===== src/hdl/uart_cfg_pkg.sv =====
`default_nettype none
// ========================================
// UART line framing definitions
// Parity mode and received frame layout
// ========================================

package uart_cfg_pkg;

    // Data bits per character sent LSB first on the line
    localparam int DATA_BITS = 8;

    // Parity sense applied to data plus parity bit
    typedef enum logic
    {
        PARITY_EVEN = 1'b0,                 // Even count of ones
        PARITY_ODD  = 1'b1                  // Odd count of ones
    } parity_mode_e;

    // One received character as the receiver hands it on
    typedef struct packed
    {
        logic [DATA_BITS-1:0] data;         // Rebuilt data byte
        logic                 parity_error; // Parity bit disagreed
    } rx_frame_t;

endpackage

`default_nettype wire


===== src/hdl/uart_rx.sv =====
`timescale 1ns/10ps
`default_nettype none
// ========================================
// UART receiver
// Mid-bit sampling of start, data, parity and stop
// ========================================

module uart_rx
    import uart_cfg_pkg::*;
#(
    parameter int           CLKS_PER_BIT = 16,
    parameter parity_mode_e PARITY_MODE  = PARITY_EVEN
)
(
    input  wire       clk,
    input  wire       reset,
    input  wire       rx,
    output logic      frame_valid,
    output rx_frame_t frame
);

    localparam int CNT_W = (CLKS_PER_BIT > 1) ? $clog2(CLKS_PER_BIT) : 1;
    localparam int HALF  = CLKS_PER_BIT / 2;
    localparam int IDX_W = $clog2(DATA_BITS);

    typedef enum logic [2:0]
    {
        S_IDLE,
        S_START,
        S_DATA,
        S_PARITY,
        S_STOP
    } state_t;

    state_t               state_q;
    logic                 rx_meta;          // First sync stage
    logic                 rx_sync;          // Safe to use
    logic                 rx_prev;          // For falling edge detect
    logic [CNT_W-1:0]     cnt_q;            // Cycles within a bit period
    logic [IDX_W-1:0]     bit_idx_q;
    logic                 parity_acc_q;     // XOR of data bits so far
    logic [DATA_BITS-1:0] shift_q;
    logic                 perr_q;
    logic                 half_tick;
    logic                 bit_tick;

    assign half_tick = (cnt_q == CNT_W'(HALF - 1));
    assign bit_tick  = (cnt_q == CNT_W'(CLKS_PER_BIT - 1));

    always_ff @(posedge clk or posedge reset)
    begin
        if (reset)
        begin
            rx_meta      <= 1'b1;
            rx_sync      <= 1'b1;
            rx_prev      <= 1'b1;
            state_q      <= S_IDLE;
            cnt_q        <= '0;
            bit_idx_q    <= '0;
            parity_acc_q <= 1'b0;
            frame_valid  <= 1'b0;
        end
        else
        begin
            rx_meta     <= rx;
            rx_sync     <= rx_meta;
            rx_prev     <= rx_sync;
            frame_valid <= 1'b0;
            cnt_q       <= cnt_q + 1'b1;
            case (state_q)
                S_IDLE:
                begin
                    cnt_q <= '0;
                    // A line held low after a bad stop bit gives no edge here
                    if (rx_prev && !rx_sync)
                        state_q <= S_START;
                end
                S_START:
                begin
                    if (half_tick)
                    begin
                        cnt_q        <= '0;
                        bit_idx_q    <= '0;
                        parity_acc_q <= 1'b0;
                        state_q      <= rx_sync ? S_IDLE : S_DATA;  // Glitch rejected
                    end
                end
                S_DATA:
                begin
                    if (bit_tick)
                    begin
                        cnt_q        <= '0;
                        parity_acc_q <= parity_acc_q ^ rx_sync;
                        bit_idx_q    <= bit_idx_q + 1'b1;
                        if (bit_idx_q == IDX_W'(DATA_BITS - 1))
                            state_q <= S_PARITY;
                    end
                end
                S_PARITY:
                begin
                    if (bit_tick)
                    begin
                        cnt_q   <= '0;
                        state_q <= S_STOP;
                    end
                end
                default:
                begin
                    if (bit_tick)
                    begin
                        cnt_q       <= '0;
                        state_q     <= S_IDLE;
                        frame_valid <= rx_sync;     // Low stop bit drops the frame
                    end
                end
            endcase
        end
    end

    // Byte and parity result for the next frame_valid pulse
    always_ff @(posedge clk)
    begin
        if (state_q == S_DATA && bit_tick)
            shift_q <= {rx_sync, shift_q[DATA_BITS-1:1]};   // LSB arrives first
        if (state_q == S_PARITY && bit_tick)
            perr_q <= parity_acc_q ^ rx_sync ^ (PARITY_MODE == PARITY_ODD);
    end

    assign frame.data         = shift_q;
    assign frame.parity_error = perr_q;

endmodule

`default_nettype wire


===== config.mk =====
export PLATFORM = sky130hd
export DESIGN_NAME = uart_rx
export DESIGN_NICKNAME = d
export VERILOG_FILES = /design/src/hdl/uart_cfg_pkg.sv /design/src/hdl/uart_rx.sv
export SDC_FILE = /design/constraint.sdc
export NUM_CORES = 1
export LEC_CHECK = 0
export BUFFER_PORTS_ARGS = -buffer_cell sky130_fd_sc_hd__clkbuf_2
export CAP_MARGIN = 10
export CORE_MARGIN = 5
export CORE_UTILIZATION = 30
export DETAILED_ROUTE_END_ITERATION = 8
export HOLD_SLACK_MARGIN = 0.08
export SLEW_MARGIN = 20
export SYNTH_ARGS = -nofsm -noshare
export SYNTH_HDL_FRONTEND = slang
export SYNTH_SLANG_ARGS = --single-unit

===== constraint.sdc =====
create_clock -name clk -period 1.7 [get_ports clk]
set_clock_uncertainty 0.2 [all_clocks]
set_input_delay 0.17 -clock clk [delete_from_list [all_inputs] [get_ports clk]]
set_output_delay 0.17 -clock clk [all_outputs]
set_load 0.03 [all_outputs]

---- Yosys cells after proc, flatten, opt, wreduce, memory -nomap -nowiden ----
Index checks and enable logic that the tools add are counted.
Widths: inputs -> output; s select.
word-level totals
  flip-flop bits (word level) ............. 24
  output and inout bits ................... 10
  bits of input ports ..................... 3
  word-level logic and storage cells ...... 53
cells by class
  add/subtract/negate cells ............... 2
  equality and inequality tests ........... 11
  reduce and logical (&&, ||, !) cells .... 10
  multiplexer cells ....................... 19
  bitwise logic cells ..................... 1
operators with widths
  cell                 number
  $mux 3               8
  $pmux 3 s4           1
  $ne 2x2->1 const B   5
  $mux 4               2
  $pmux 4 s2           1
  $eq 3x2->1 const B   2
  $pmux 3 s2           1
  $reduce_and 6->1     1
  $add 4x1->4 const B  1
  $eq 4x3->1 const B   1
  $eq 4x4->1 const B   1
  $mux 1               4
  $reduce_or 4->1      1
  $add 3x1->3 const B  1
  $eq 3x1->1 const B   1
  $eq 3x3->1 const B   1
  $logic_and 1x1->1    3
  $logic_not 3->1      1
  $reduce_and 3->1     1
  $reduce_bool 3->1    1
  $mux 2               1
  $pmux 1 s2           1
  $reduce_bool 2->1    1
  $logic_not 1->1      1
  $xor 1x1->1          1

---- Depth between registers and ports, before layout ----
  word-level depth ........................ 4
  depth in mapped cells ................... 5
  depth with buffers taken out ............ 4

---- Least setup slack after synthesis ----
OpenSTA, ideal clock, no wires.
  kind .................................... flip-flop to flip-flop
  start point ............................. register cnt_q[0]
  end point ............................... register bit_idx_q[0]
  slack ................................... 43 ps
  data arrival time ....................... 1331 ps
  period minus slack after synthesis ...... 1657 ps
  data required time ...................... 1374 ps
  buffers on the path ..................... 1
  stages on the path, launching flop included .. 6
  cell sequence ........................... dfrtp_1 -> ha_1 -> buf_4 -> and3b_1 -> and2_1 -> o32a_1
on the way
  cells in the longest elaborated chain, start to end .. 3
  elaborated cells on any way between the ends .. 5
ends and longest elaborated chain
  item                                             line                          source
  start: declaration                               uart_rx.sv:39                 logic [CNT_W-1:0] cnt_q;
  start signal: assignment                         uart_rx.sv:69                 cnt_q <= cnt_q + 1'b1;
  $eq 4x4->1 / $eq 4x3->1 (equally long branches)  uart_rx.sv:48, uart_rx.sv:47
  $ne 2x2->1 (no source line)                      --
  $reduce_and 3->1 (no source line) (*)            --
  end signal: assignment                           uart_rx.sv:94                 bit_idx_q <= bit_idx_q + 1'b1;
  end: declaration                                 uart_rx.sv:40                 logic [IDX_W-1:0] bit_idx_q;
Mark *: on every way between the ends. The rest lies on a longest branch, timed or not.
A chain may end at the register's enable or synchronous reset.

---- Worst setup path in the final report ----
  start point ............................. register cnt_q[0]
  end point ............................... register bit_idx_q[1]
Same word-level chain as after synthesis.

==> results.txt <==
----------------------------------------------------
[Placement]
  Port Buf Inserts ... 12
  DPL Wire Length ... 1530 µm
  Final weighted congestion of routability-driven global placement ... 0.911
  Post-DP Area ... 1250 µm²
  Post-Place Worst Slack ... 0.0634 ns

[Finish]
  Filler instances ... 360
  Ratio of cells with drive above 1 in the final layout ... 0.291
  Fin nets ... 117
  Diode insertion count for antenna repair ... 0
  Signed area change from the synthesized netlist to the final layout ... 21.3%
  Final standard cell area without fillers ... 1350 µm²

[Detailed routing]
  Count of TritonRoute iterations in the first routing pass ... 4
  Post-route ant nets ... 0
  Average detailed-routed wire length per instance ... 12.9 µm
  DRT Wirelength ... 2040 µm
  Initial detailed-routing violation count ... 15
  Number of remaining DRC errors ... 0
  Vias ... 767
  Via density per instance ... 4.85

[Power]
  Pwr/cell area ... 1520 nW/µm²
  Power after layout ... 0.00204 W
  Leakage power total ... 0.591 nW
  Largest voltage drop on the vdd net ... 0.616 mV

[STA]
  Peak clock frequency supported by timing ... 0.609 GHz
  Crit path time final ... 1.64 ns
  Final count of negative-setup-slack endpoints ... 0
  Final worst-path setup slack ... 0.0575 ns
  Unrepaired setup endpoints after global routing ... false
  Final setup TNS ... 0 ns
  Worst Tran Pin Value ... 0.570 ns
  Max-slew headroom at the worst pin ... 0.619
  Fin crit share ... 0.966
  Max-slew violation count ... 0
  Final number of hold-violating endpoints ... 0

[Worst setup path]
  Element type at the critical path end ... flip-flop
  Highest cell delay on the worst timing path ... 0.40 ns
  Arrival time worst endpoint ... 1.59 ns
  Startpoint type of the worst setup path ... flip-flop
  Classification of the worst setup path ... reg -> reg
  Critical path required time ... 1.65 ns
  Slowest stage cell, crit path ... sky130_fd_sc_hd__dfrtp_1
  Largest fanout of any net on the critical path ... 4
  Cell Chain, Critical Path ... ha_1 -> and3b_1 -> o21ai_2 -> mux2_1

[Clocking]
  CTS sink count ... 24
  Clock buffer count from CTS ... 3
  Clock tree from TritonCTS ... yes
  Clock-pin slew of the registers on the worst-case setup and hold paths ... 0.08 ns
  Clock root buffer ... sky130_fd_sc_hd__clkbuf_8
  Number of buffers on the longest clock path ... 2
  Later-pin clock latency in the skew report ... 0.26 ns
  H-Tree Depth ... 1

[Global routing]
  Number of antenna violations at the first check in global routing ... 0
  Overall overflow remaining after global route ... 0
  Total track usage ... 0.0892
  Pin count of the biggest net entering global routing ... 16
  Global-route wire length before repair ... 3530 µm
  Vias in the first global route ... 740

[Yosys]
  Post-synthesis instance total ... 91
  Unique masters post-synth ... 38
  Fraction of post-synthesis cell area in the top cell type by area ... 0.271
  Flop and latch count out of synthesis ... 24
  Top post-synthesis cells by count ... sky130_fd_sc_hd__dfrtp_1 (12), sky130_fd_sc_hd__edfxtp_1 (9), sky130_fd_sc_hd__nor2_1 (6)
  Synthesized Nets ... 97
  EDFF count, synth ... 9
  Number of warnings reported in the yosys synthesis log ... 0
  Synth top area cells ... sky130_fd_sc_hd__dfrtp_1 (27%), sky130_fd_sc_hd__edfxtp_1 (24%), sky130_fd_sc_hd__dfstp_2 (7.1%)
  Proportion of synthesized chip area in sequential cells ... 0.585
  Post-synthesis average cell area ... 12.2 µm²
  Cell taking the most area after synthesis ... sky130_fd_sc_hd__dfrtp_1
  Most frequently used cell type in the post-synthesis netlist ... sky130_fd_sc_hd__dfrtp_1
  Synth Cell Area ... 1110 µm²
  Top FF cell, synth ... sky130_fd_sc_hd__dfrtp_1
  Share of async-settable or async-resettable flops after synthesis ... 0.625

[Die]
  Full die area ... 5020 µm²
  Starting density of the core ... 0.305
  Horizontal die dimension ... 70.8 µm
  Boundary Pins ... 13
  Vert. Die Dim ... 70.8 µm
  Cell row count ... 22
  Placeable core region ... 3630 µm²

[Run status]
  Outcome ... complete, no violations

[Flow run]
  Count of maximum capacitance violations ... 0

[Hold path]
  Type of the most critical hold path ... reg -> reg

----------------------------------------------------
layout by cell type, fill, tap and decap left out, types with 2 or more instances in the layout:
cell and instances:
sky130_fd_sc_hd__clkbuf_8 3, sky130_fd_sc_hd__dfrtp_1 12, sky130_fd_sc_hd__and3_1 2, sky130_fd_sc_hd__a21oi_1 4, sky130_fd_sc_hd__mux2_1 2, sky130_fd_sc_hd__nand2_1 5, sky130_fd_sc_hd__o21ai_0 2, sky130_fd_sc_hd__nand3_1 2
sky130_fd_sc_hd__clkbuf_2 12, sky130_fd_sc_hd__o21ai_1 2, sky130_fd_sc_hd__ha_1 3, sky130_fd_sc_hd__nor2_1 6, sky130_fd_sc_hd__nor3b_2 2, sky130_fd_sc_hd__o22ai_1 2, sky130_fd_sc_hd__buf_4 6, sky130_fd_sc_hd__dlygate4sd3_1 2
sky130_fd_sc_hd__edfxtp_1 9, sky130_fd_sc_hd__inv_1 5, sky130_fd_sc_hd__a31oi_1 2, sky130_fd_sc_hd__mux2i_1 2, sky130_fd_sc_hd__dfstp_2 3, sky130_fd_sc_hd__and3b_1 2
registers in the layout, indices dropped and copies added (netlist names):
register and cells:
bit_idx_q 3, cnt_q 4, frame_valid 1, parity_acc_q 1
perr_q 1, rx_meta 1, rx_prev 1, rx_sync 1
shift_q 8, state_q 3
cells by family after synthesis:
logic type               after synthesis  share of synthesized area
adder cells (fa/ha/maj)                3                     0.0338
flip-flops                            24                      0.585
buffers and inverters                 11                     0.0552
multiplexers                           4                     0.0383
XOR/XNOR                               2                     0.0158
AND/OR/NAND/NOR                       28                      0.159
AO/OA/AOI/OAI                         19                      0.113
routing by layer:
metal	part of all wire	vias to the layer above	wire length [µm]	track usage
li1	-	369	-	-
met2	0.47	18	966	0.138
met1	0.45	376	929	0.116
met5	0	-	0	0
met4	0.029	0	59	0.0543
met3	0.042	4	86	0.0142
stage by stage:
step                      hold WS [ns]  instances  utilization
after floorplan                 -0.131         91            -
after global placement          0.0378        152        0.345
after detailed placement        0.0536        152        0.345
after CTS                        0.160        158        0.370
after global routing             0.167        158        0.371
final                            0.159        158        0.371
final timing paths:
check / cells past startpoint / to / slack [ns] / start
max: 4 / bit_idx_q[1] / 0.06 / cnt_q[0]
min: 0 / rx_sync / 0.16 / rx_meta
max reg2reg: 4 / bit_idx_q[1] / 0.06 / cnt_q[0]
min reg2reg: 0 / rx_sync / 0.16 / rx_meta
max in group asynchronous: 3 / frame_valid / 0.64 / reset
min in group asynchronous: 3 / state_q[0] / 0.29 / reset
power breakdown:
part	total, W	internal, W	switching (W)
clock network	0.000484	0.000314	0.000170
logic	0.000707	0.000320	0.000388
registers	0.000852	0.000727	0.000125
total	0.00204	0.00136	0.000683
worst max-delay path: cells and delay by family, from the launching register on:
family	cells	cell delay (ns)
simple gates	1	0.24
fa+ha+maj	1	0.25
mux	1	0.34
flops	1	0.40
compound gates	1	0.10
area by class of cell:
type / count / area [µm²] / share of cell area
clock buffers: 3 / 41.3 / 0.0307
inverters: 5 / 18.8 / 0.0139
clock inverters: 1 / 30.0 / 0.0223
flip-flops and latches: 24 / 649 / 0.482
well taps: 48 / 60.1 / 0.0446
repair buffers: 21 / 145 / 0.108
multi-input cells: 56 / 402 / 0.298
repair_timing:
action	in CTS	in global routing
setup endpoints to repair	0	8
hold buffers	2	0
gates resized for setup	0	1
endpoints found under the hold margin	13	0
setup buffers	0	0
Power figures use the tool's default switching activity.
