File: src/hdl/buffer_pkg.sv
`default_nettype none
// ========================================
// Channel and buffer entry definitions
// ========================================

package buffer_pkg;

    // Serial inputs feeding the shared buffer
    localparam int NUM_CHANNELS = 2;

    // Channel index carried with every entry
    typedef logic [$clog2(NUM_CHANNELS)-1:0] chan_id_t;

    // One tagged entry as stored and sent to the host
    typedef struct packed
    {
        chan_id_t   chan;                   // Source channel
        logic [7:0] data;                   // Received byte
        logic       parity_error;           // Parity check failed
        logic       overrun;                // A later frame was dropped
    } buf_entry_t;

endpackage

`default_nettype wire

File: src/hdl/frame_buffer.sv
`timescale 1ns/10ps
`default_nettype none
// ========================================
// Shared frame buffer
// Ring memory drained under host credits
// ========================================

module frame_buffer
    import buffer_pkg::*;
#(
    parameter int BUF_DEPTH   = 4,
    parameter int OUT_CREDITS = 2
)
(
    input  wire             clk,
    input  wire             reset,
    input  wire             wr_en,
    input  wire buf_entry_t wr_entry,
    output logic            full,
    input  wire             credit_return,
    output logic            out_valid,
    output buf_entry_t      out_entry
);

    localparam int PTR_W = (BUF_DEPTH > 1) ? $clog2(BUF_DEPTH) : 1;
    localparam int CNT_W = $clog2(BUF_DEPTH + 1);
    localparam int CRD_W = $clog2(OUT_CREDITS + 1);

    buf_entry_t       mem_q [BUF_DEPTH];
    logic [PTR_W-1:0] wr_ptr_q;
    logic [PTR_W-1:0] rd_ptr_q;
    logic [CNT_W-1:0] count_q;              // Entries held
    logic [CRD_W-1:0] credits_q;            // Entries the host can still take

    assign full      = (count_q == CNT_W'(BUF_DEPTH));
    assign out_valid = (count_q != '0) && (credits_q != '0);
    assign out_entry = mem_q[rd_ptr_q];     // Head of the ring

    always_ff @(posedge clk)
    begin
        if (wr_en)
            mem_q[wr_ptr_q] <= wr_entry;
    end

    always_ff @(posedge clk or posedge reset)
    begin
        if (reset)
        begin
            wr_ptr_q <= '0;
            rd_ptr_q <= '0;
        end
        else
        begin
            // Power-of-two depth lets the pointers wrap on their own
            if (wr_en)
                wr_ptr_q <= wr_ptr_q + 1'b1;
            if (out_valid)
                rd_ptr_q <= rd_ptr_q + 1'b1;
        end
    end

    always_ff @(posedge clk or posedge reset)
    begin
        if (reset)
            count_q <= '0;
        else
        begin
            case ({wr_en, out_valid})
                2'b10:   count_q <= count_q + 1'b1;
                2'b01:   count_q <= count_q - 1'b1;
                default: count_q <= count_q;            // Both or neither
            endcase
        end
    end

    always_ff @(posedge clk or posedge reset)
    begin
        if (reset)
            credits_q <= CRD_W'(OUT_CREDITS);
        else
        begin
            case ({credit_return, out_valid})
                2'b10:   credits_q <= credits_q + 1'b1;
                2'b01:   credits_q <= credits_q - 1'b1;
                default: credits_q <= credits_q;
            endcase
        end
    end

endmodule

`default_nettype wire

File: config.mk
export PLATFORM = sky130hd
export DESIGN_NAME = frame_buffer
export DESIGN_NICKNAME = d
export VERILOG_FILES = /design/src/hdl/buffer_pkg.sv /design/src/hdl/frame_buffer.sv
export SDC_FILE = /design/constraint.sdc
export NUM_CORES = 1
export LEC_CHECK = 0
export BUFFER_PORTS_ARGS = -buffer_cell sky130_fd_sc_hd__buf_4
export CORE_MARGIN = 2
export CORE_UTILIZATION = 45
export DETAILED_ROUTE_END_ITERATION = 7
export MAX_ROUTING_LAYER = met4
export PLACE_DENSITY = 0.64
export SYNTH_ARGS = -nofsm -noshare
export SYNTH_HDL_FRONTEND = slang
export SYNTH_SLANG_ARGS = --single-unit
export TNS_END_PERCENT = 50
File: constraint.sdc
create_clock -name clk -period 3.65 [get_ports clk]
set_clock_uncertainty 0.05 [all_clocks]
set_input_delay 0.1825 -clock clk [delete_from_list [all_inputs] [get_ports clk]]
set_output_delay 0.1825 -clock clk [all_outputs]
set_load 0.005 [all_outputs]
=== Word-level counts from Yosys, hierarchy flattened ===
Memory sizes are Yosys's and may differ from the RTL's.
Index checks and enable logic that the tools add are counted.

* Register bits after elaboration: 9
* RAM bits: 44
* Bits of input ports: 15
* Output and inout port bits: 13
* Word-level logic and storage cells: 25
* Memories: 1

{| class="wikitable"
|+ Memories
! memory !! words !! width !! rd ports !! clocked after memory_dff !! write ports !! line !! source
|-
| mem_q || 4 || 11 || 1 || 0 || 1 || frame_buffer.sv:29 || <nowiki>buf_entry_t mem_q [BUF_DEPTH];</nowiki>
|}

* Add/subtract/negate cells: 6
* Eq/ne operators: 5
* Multiplexer cells: 4
* Reductions and logical operators: 5

{| class="wikitable"
|+ Operators by type and width
! operator !! number
|-
| 2-bit by 1-bit adder with 2-bit output (second input constant) || 3
|-
| 3-bit case mux with 2 select lines || 1
|-
| 2-bit nonzero test || 3
|-
| 2-bit by 1-bit == test with 1-bit output (second input constant) || 2
|-
| 2-bit == test (second input constant) || 2
|-
| 2-bit case mux with 2 select lines || 1
|-
| 3-bit by 1-bit adder with 3-bit output (second input constant) || 1
|-
| 3-bit == test (second input constant) || 1
|-
| 3-bit nonzero test || 1
|-
| 3-bit by 1-bit subtractor with 3-bit output (second input constant) || 1
|-
| 1-bit 2-to-1 mux || 2
|-
| 2-bit by 1-bit subtractor with 2-bit output (second input constant) || 1
|-
| 1-bit logical AND || 1
|}

=== Depth between registers and ports, before layout ===
Gate-level depths: netlist of the first run.

* Depth after elaboration: 4
* Mapped depth: 6
* Depth with buffers taken out: 6

=== Least setup slack after synthesis of the first run ===
OpenSTA, ideal clock, no wires.

* Path kind: register to register
* Start: register count_q[0]
* End: register count_q[2]
* Library setup time: 0.125 ns
* Arrival time: 1.767 ns
* Required time: 3.475 ns
* Setup slack: 1.708 ns
* Stages on the path, launching flop included: 7
* Path buffers: 0
* Clock period less this slack: 1.942 ns
* Cells stage by stage: dfrtp_1 o32a_1 ha_1 fa_1 xnor2_1 nor2_1 xor2_1

* Cells in the longest elaborated chain, start to end: 4
* Elaborated cells on any way between the ends: 8
* Classes of those cells: 2 x add/sub; 2 x eq/ne; 1 x mux; 3 x reduce/logical

{| class="wikitable"
|+ Ends and longest elaborated chain
! element !! line !! source
|-
| start: declaration || frame_buffer.sv:32 || <nowiki>logic [CNT_W-1:0] count_q;</nowiki>
|-
| start signal: assignment || frame_buffer.sv:69 || <nowiki>2'b10: count_q <= count_q + 1'b1;</nowiki>
|-
| start signal: assignment || frame_buffer.sv:70 || <nowiki>2'b01: count_q <= count_q - 1'b1;</nowiki>
|-
| start signal: assignment || frame_buffer.sv:71 || <nowiki>default: count_q <= count_q;</nowiki>
|-
| 3-bit nonzero test (*) || frame_buffer.sv:36 || <nowiki>assign out_valid = (count_q != '0) && (credits_q != '0);</nowiki>
|-
| 1-bit logical AND (*) || frame_buffer.sv:36 ||
|-
| via out_valid || frame_buffer.sv:21 || <nowiki>output logic out_valid,</nowiki>
|-
| 2-bit by 1-bit == test with 1-bit output / 2-bit == test (equally long branches) || frame_buffer.sv:68 || <nowiki>case ({wr_en, out_valid})</nowiki>
|-
| 3-bit case mux with 2 select lines / 2-bit nonzero test (equally long branches) || - ||
|}

The timed path passes the listed nets; every way through them passes the cells marked *.
A chain may end at the register's enable or synchronous reset.

==> results.md, run 1 <==
* Outcome: completed
* Commonest non-fill, non-tap cell in the layout: edfxtp_1
* WP data required at approximately 3.4 ns
* Crit path cell chain: mux4_1 -> buf_4
* Switching Fraction at between 20% and 30%
* Critical Path Start Type: register
* Synthesis-to-layout area growth at 16.4%
* Crit Reg-Reg Startpoint: count_q[0]
* GRT Overall Usage at between 10% and 20%
* Hold Path Class: in2reg
* Switching power total at 0.000537 W
* Post-placement cell area at about 0.0023 mm2
* First-pass GRT wire length at about 5.3 mm
* Synth cell types at 19
* Crit path buf inv count at 1
* GPL Wtd Cong at 0.627
* Synthesized net count at about 120
* Largest net degree at the start of global routing at 16
* Number of global-route vias before repair at just over 1k
* Final worst-path cycle share at around three fifths
* CP Class: reg2out
* Post-DP HPWL at ~2.2 mm
* TritonCTS clock tree: done
* Via/cell ratio at about 5.2
* Die area at about 0.0052 mm2
* Crit Path Max Fanout at 13
* Clock group share of total power at around 17%
* Fill count at 353
* Clk pin slew, worst setup/hold paths at 0.09 ns
* Largest cells by area after synthesis: edfxtp_1 63%, dfrtp_1 9.6%, mux4_2 8.6%
* Worst hold start: wr_entry[8]
* IO Pins at 28
* Worst Path Arrival at ~1.9 ns
* Largest stage delay, worst path at between 0.8 and 0.9 ns
* Hold Fails Final Rpt at 0
* Post-layout min period at 2.15 ns
* Finished layout cell area at between 0.002 and 0.0025 mm2
* Leak Pwr at ~0.9 nW
* DRC Markers at 0
* Worst-margin pin slew at 0.727 ns
* Combinational share of power at roughly a third
* DRT iter0 DRCs at just over 90
* I/O Buffers at 27
* CTS Buffer Depth at 2
* Yosys warnings at 0
* Die Wd at roughly 72 um
* Unrepaired setup endpoints after global routing: no
* Area fraction of the dominant cell type after synthesis at a little over three fifths
* Post-synthesis sequential area ratio at 74.1%
* Vias at between 900 and 1k
* Clk_lat worst skew at ~0.29 ns
* CTS H-tree depth at 2
* Net count, final at between 150 and 200
* CTS Hold Bufs at 1
* CTS root buffer: clkbuf_8
* PD cells at between 700 and 800 mW/mm2
* Clock sink total at 53
* Worst setup EP type: primary output
* Antenna diode count at 0
* Sequential power share at between 50% and 60%
* Peak Freq at roughly 470 MHz
* 1st-pass router iterations at 4
* Row cnt at 24
* Setup tns final at 0 ns
* Area occupied by multi-input gates at between 500 and 600 um2
* Slowest cell on crit path: dfrtp_1
* Core ar. at 0.00441 mm2
* Total gr overflow at 0
* CP top delay family: flip-flops
* Max-slew headroom at between 50% and 60%
* Post-Route WL at about 3.2 mm
* Share of layout cells above drive strength 1 at roughly 32%
* Endpoints failing setup at 0
* Syn Inst Count at 99
* Max Cap Violations at 0
* Drt wl/cell at 17.3 um
* Register bit total from synthesis at 53
* Num CTS Buffers at 5
* VDD IR-drop max at roughly 0.00034 V
* Register area at ~0.0015 mm2
* Initial antenna violation count at 0
* ANT nets after route at 0
* Synth Cell Area at between 0.002 and 0.0025 mm2
* Cts repair resizes at 0
* CP Launch Point: rd_ptr_q[0]
* Pint at about 0.0013 W
* Die Ht at approximately 72 um
* Initial Utilization at 47.3%
* Largest area contributor in the netlist: edfxtp_1
* Post-CTS setup buffer count at 0
* Most frequent cells in the layout: 44 x edfxtp_1, 27 x buf_4, 8 x mux4_2, 8 x dfrtp_1, 6 x ha_1
* Final slew viol count at 0
* Syn avg cell area at roughly 21 um2
[per-stage QoR]
step                total power [W]  hold slack [ns]  cells  setup slack [ns]  util [%]
floorplan                   0.00133          -0.0403     99              1.71         -
global placement            0.00155            0.113    176              1.69      53.0
detailed placement          0.00158            0.131    176              1.61      53.0
CTS                         0.00189           0.0224    185              1.43      55.1
global route                0.00199           0.0182    185              1.31      55.1
finish                      0.00186           0.0295    185              1.50      55.1
[path summary, 6_finish.rpt]
path,to,slack (ns),cells past startpoint
max,out_entry[10],1.50,2
min,mem_q[1][8],0.03,1
max reg2reg,count_q[2],1.58,6
min reg2reg,count_q[2],0.46,1
max in group asynchronous,credits_q[1],2.87,3
min in group asynchronous,credits_q[0],0.38,3
[cell usage after synthesis, drive strengths merged]
cell type	number
edfxtp	44
mux4	11
dfrtp	8
ha	6
inv	5
xnor2	5
and2	4
xor2	4
buf	2
nand2	2
nor2	2
dfstp	1
fa	1
mux2	1
nor3b	1
o21ai	1
o32a	1
[registers in the layout (all words and copies together), names as in the netlist]
signal / count
count_q: 3
credits_q: 2
mem_q: 44
rd_ptr_q: 2
wr_ptr_q: 2
[final cells by class]
class / instances / share of cell area [%]
Tap cell: 52 / 2.67
Clock inverter: 1 / 0.206
Timing Repair Buffer: 28 / 8.74
Multi-Input combinational cell: 39 / 20.8
Inverter: 5 / 0.772
Sequential cell: 53 / 63.6
Clock buffer: 7 / 3.14
[per-layer routing]
| metal | global-route usage, % | wire length [um] | vias up |
|---|---|---|---|
| met1 | 18.0 | 1330 | 491 |
| met3 | 4.86 | 133 | 6 |
| met4 | 4.40 | 39 | 0 |
| met5 | - | 0 | - |
| met2 | 23.4 | 1700 | 23 |
| li1 | - | - | 446 |
[power groups by stage]
stage	clock, W	combinational, W	sequential (W)
5_1_grt	0.000343	0.000669	0.000977
3_5_place_dp	0	0.000617	0.000967
2_1_floorplan	0	0.000444	0.000888
3_3_place_gp	0	0.000593	0.000956
6_report	0.000307	0.000602	0.000946
4_1_cts	0.000317	0.000618	0.000955
[cells by family (layout without fill, tap and decap cells)]
logic type	Yosys count	after routing	share of synthesized area (%)
AOI/OAI and AO/OA	2	2	0.718
xor gates and xnor gates	9	9	3.77
adders and majority gates	7	7	4.55
buffers and inverters	7	41	1.68
DFF	53	53	74.1
muxes	12	12	12.9
and+or+nand+nor	9	9	2.28
(Power assumes the default switching activity.)
==> inputs of run 2 (changes only) <==
Settings changed: PLACE_DENSITY 0.64 to 0.66.
Clock period 3.65 ns to 1.8 ns, I/O delays scaled along.
==> run 2 against run 1 <==
The flow now finishes with violations (negative setup slack); register-to-register slack worse by 1.6 ns; critical path depth is 4 higher; first-iteration DRC count is 34% lower; sequential share of layout area is 6.3 points lower; wire length is 12% higher; count of clock-buffer cells in the layout is 2 lower; sequential cell count stayed put; die area stayed put; combinational power grew to 2.8 times the previous value; setup slack worse by 1.5 ns; critical endpoint is now count_q[2]; largest cell class unchanged; largest power group unchanged.
==> results.md, run 2 (synthesized netlist as in run 1, its figures left out) <==
* Outcome: finished, violations left
* Failing checks: negative setup slack
* Slowest cell on crit path: dfrtp_1
* Leak Pwr at between 1 and 1.5 nW
* Commonest non-fill, non-tap cell in the layout: edfxtp_1
* Layout Utilization at 61.2%
* Cts repair resizes at 0
* CTS Buffer Depth at 2
* IO Pins at 28
* Die area at approximately 0.0052 mm2
* VDD IR-drop max at 0.000656 V
* Unrepaired setup endpoints after global routing: yes
* Crit Path Max Fanout at 2
* Worst-margin pin slew at roughly 0.4 ns
* Largest Register: mem_q
* CTS H-tree depth at 2
* I/O Buffers at 27
* CTS root buffer: clkbuf_8
* Core ar. at ~0.0044 mm2
* Placed Cells at 188
* Hold Path Depth at 4
* Worst Path Arrival at between 1.5 and 2 ns
* Hold Path Class: in2reg
* Largest stage delay, worst path at ~0.38 ns
* Drt wl/cell at ~17 um
* Share of layout cells above drive strength 1 at 38.1%
* TritonCTS clock tree: done
* Net count, final at 181
* Die Ht at roughly 72 um
* Clock sink total at 53
* Row cnt at 24
* Total gr overflow at 0
* Crit path cell chain: o32a_1 -> ha_2 -> fa_2 -> xnor2_1 -> nor2_1 -> xor2_1
* Clk_lat worst skew at 0.31 ns
* Reg2reg path depth at 6
* Initial antenna violation count at 0
* Post-Route WL at about 3.6 mm
* DRT iter0 DRCs at roughly 60
* R2r setup slk at -0.007 ns
* Met3 wire len at between 100 and 150 um
* DRC Markers at 0
* Crit Reg-Reg Endpoint: count_q[2]
* Final worst-path cycle share at 100%
* Largest net degree at the start of global routing at 17
* Routed length on met2 at roughly 1.8 mm
* Biggest regs: mem_q x44, count_q x3
* PD cells at between 1500 and 2000 mW/mm2
* Wl on met1 at 1.63 mm
* ANT nets after route at 0
* Post-layout min period at 1.81 ns
* Finished Layout Cells at between 200 and 250
* Hold Fails Final Rpt at 0
* Hold worst-path end: credits_q[0]
* Synthesis-to-layout area growth at 29.2%
* Uppermost layer routed: met4
* GPL Wtd Cong at ~0.67
* Post-DP HPWL at roughly 2.4 mm
* Initial Utilization at a little under half
* 1st-pass router iterations at 3
* Setup slack at placement at -0.0307 ns
* Num CTS Buffers at 5
* CP Class: reg2reg
* Critical Path Start Type: register
* Max FFs per register at 44
* Number of global-route vias before repair at roughly 1.2k
* Most frequent cells in the layout: 44 x edfxtp_1, 40 x buf_4, 13 x dlygate4sd3_1
* Antenna diode count at 0
* Max Cap Violations at 0
* Worst hold start: credit_return
* Crit Reg-Reg Startpoint: count_q[0]
* Endpoints failing setup at 1
* Die Wd at 72.1 um
* Hold_ws at 0.148 ns
* Max-slew headroom at roughly three quarters
* Via/cell ratio at 5.04
* WP data required at 1.94 ns
* Crit path buf inv count at 0
* CP top delay family: adder cells
* Final slew viol count at 0
* Setup ws final at -0.00742 ns
* Clk pin slew, worst setup/hold paths at ~0.1 ns
* Worst setup EP type: register
* Peak Freq at approximately 550 MHz
* First-pass GRT wire length at a little under 6 mm
* GRT Overall Usage at roughly 16%
* Vias at between 1k and 1.5k
[run 2: changes by cell type in the layout (fill, tap and decap cells not counted), moves of 2 or more]
cell,delta
buf_4,+13
dlygate4sd3_1,+12
buf_12,+2
clkbuf_1,-2
[run 2: area by class of cell]
cell class | count | area [um2]
Inverter | 5 | 18.8
Clock buffer | 5 | 68.8
Tap cell | 52 | 65.1
Timing Repair Buffer | 55 | 470
Sequential cell | 53 | 1550
Clock inverter | 3 | 17.5
Multi-Input combinational cell | 39 | 512
Fill cell | 342 | 1710
[run 2: stage by stage]
step	TNS, ns	instance area, um2	total power, W
6_report	-0.00742	2700	0.00411
5_1_grt	-0.158	2700	0.00438
4_1_cts	-0.00959	2700	0.00416
3_5_place_dp	-0.0347	2460	0.00345
3_3_place_gp	0	2460	0.00338
2_1_floorplan	-0.120	2090	0.00271
[run 2: power by group]
group          switching (W)  internal (W)  total, W  leakage [nW]
Combinational       0.000674      0.000983   0.00166         0.483
Clock               0.000378      0.000270  0.000647        0.0455
Sequential          0.000144       0.00166   0.00180         0.508
[run 2: worst reg2reg max path, stage by stage (launching register included)]
cell and delay [ns]:
dfrtp_1 0.38, o32a_1 0.37, ha_2 0.20, fa_2 0.33, xnor2_1 0.14, nor2_1 0.06
xor2_1 0.16
[run 2: metal layers]
layer  track usage [%]  vias up
li1                  -      503
met1              19.9      539
met2              25.4       20
met3              4.17        6
met4              5.03        0
met5                 -        -
[run 2: worst max-delay path by stage]
stage	startpoint	to	slack [ns]	cells after the start
after floorplan	count_q[1]	count_q[2]	-0.07	6
after global routing	count_q[0]	count_q[2]	-0.1	6
after CTS	count_q[0]	count_q[2]	-0.01	6
after global placement	count_q[2]	count_q[2]	0.03	6
final	count_q[0]	count_q[2]	-0.007	6
after detailed placement	count_q[2]	count_q[2]	-0.03	6
[run 2: repair_timing]
action	4_1_cts	5_1_grt
pin swaps	4	0
hold buffers	13	0
endpoints found under the setup margin	3	2
setup buffers	3	0
hold endpoints to repair	54	0
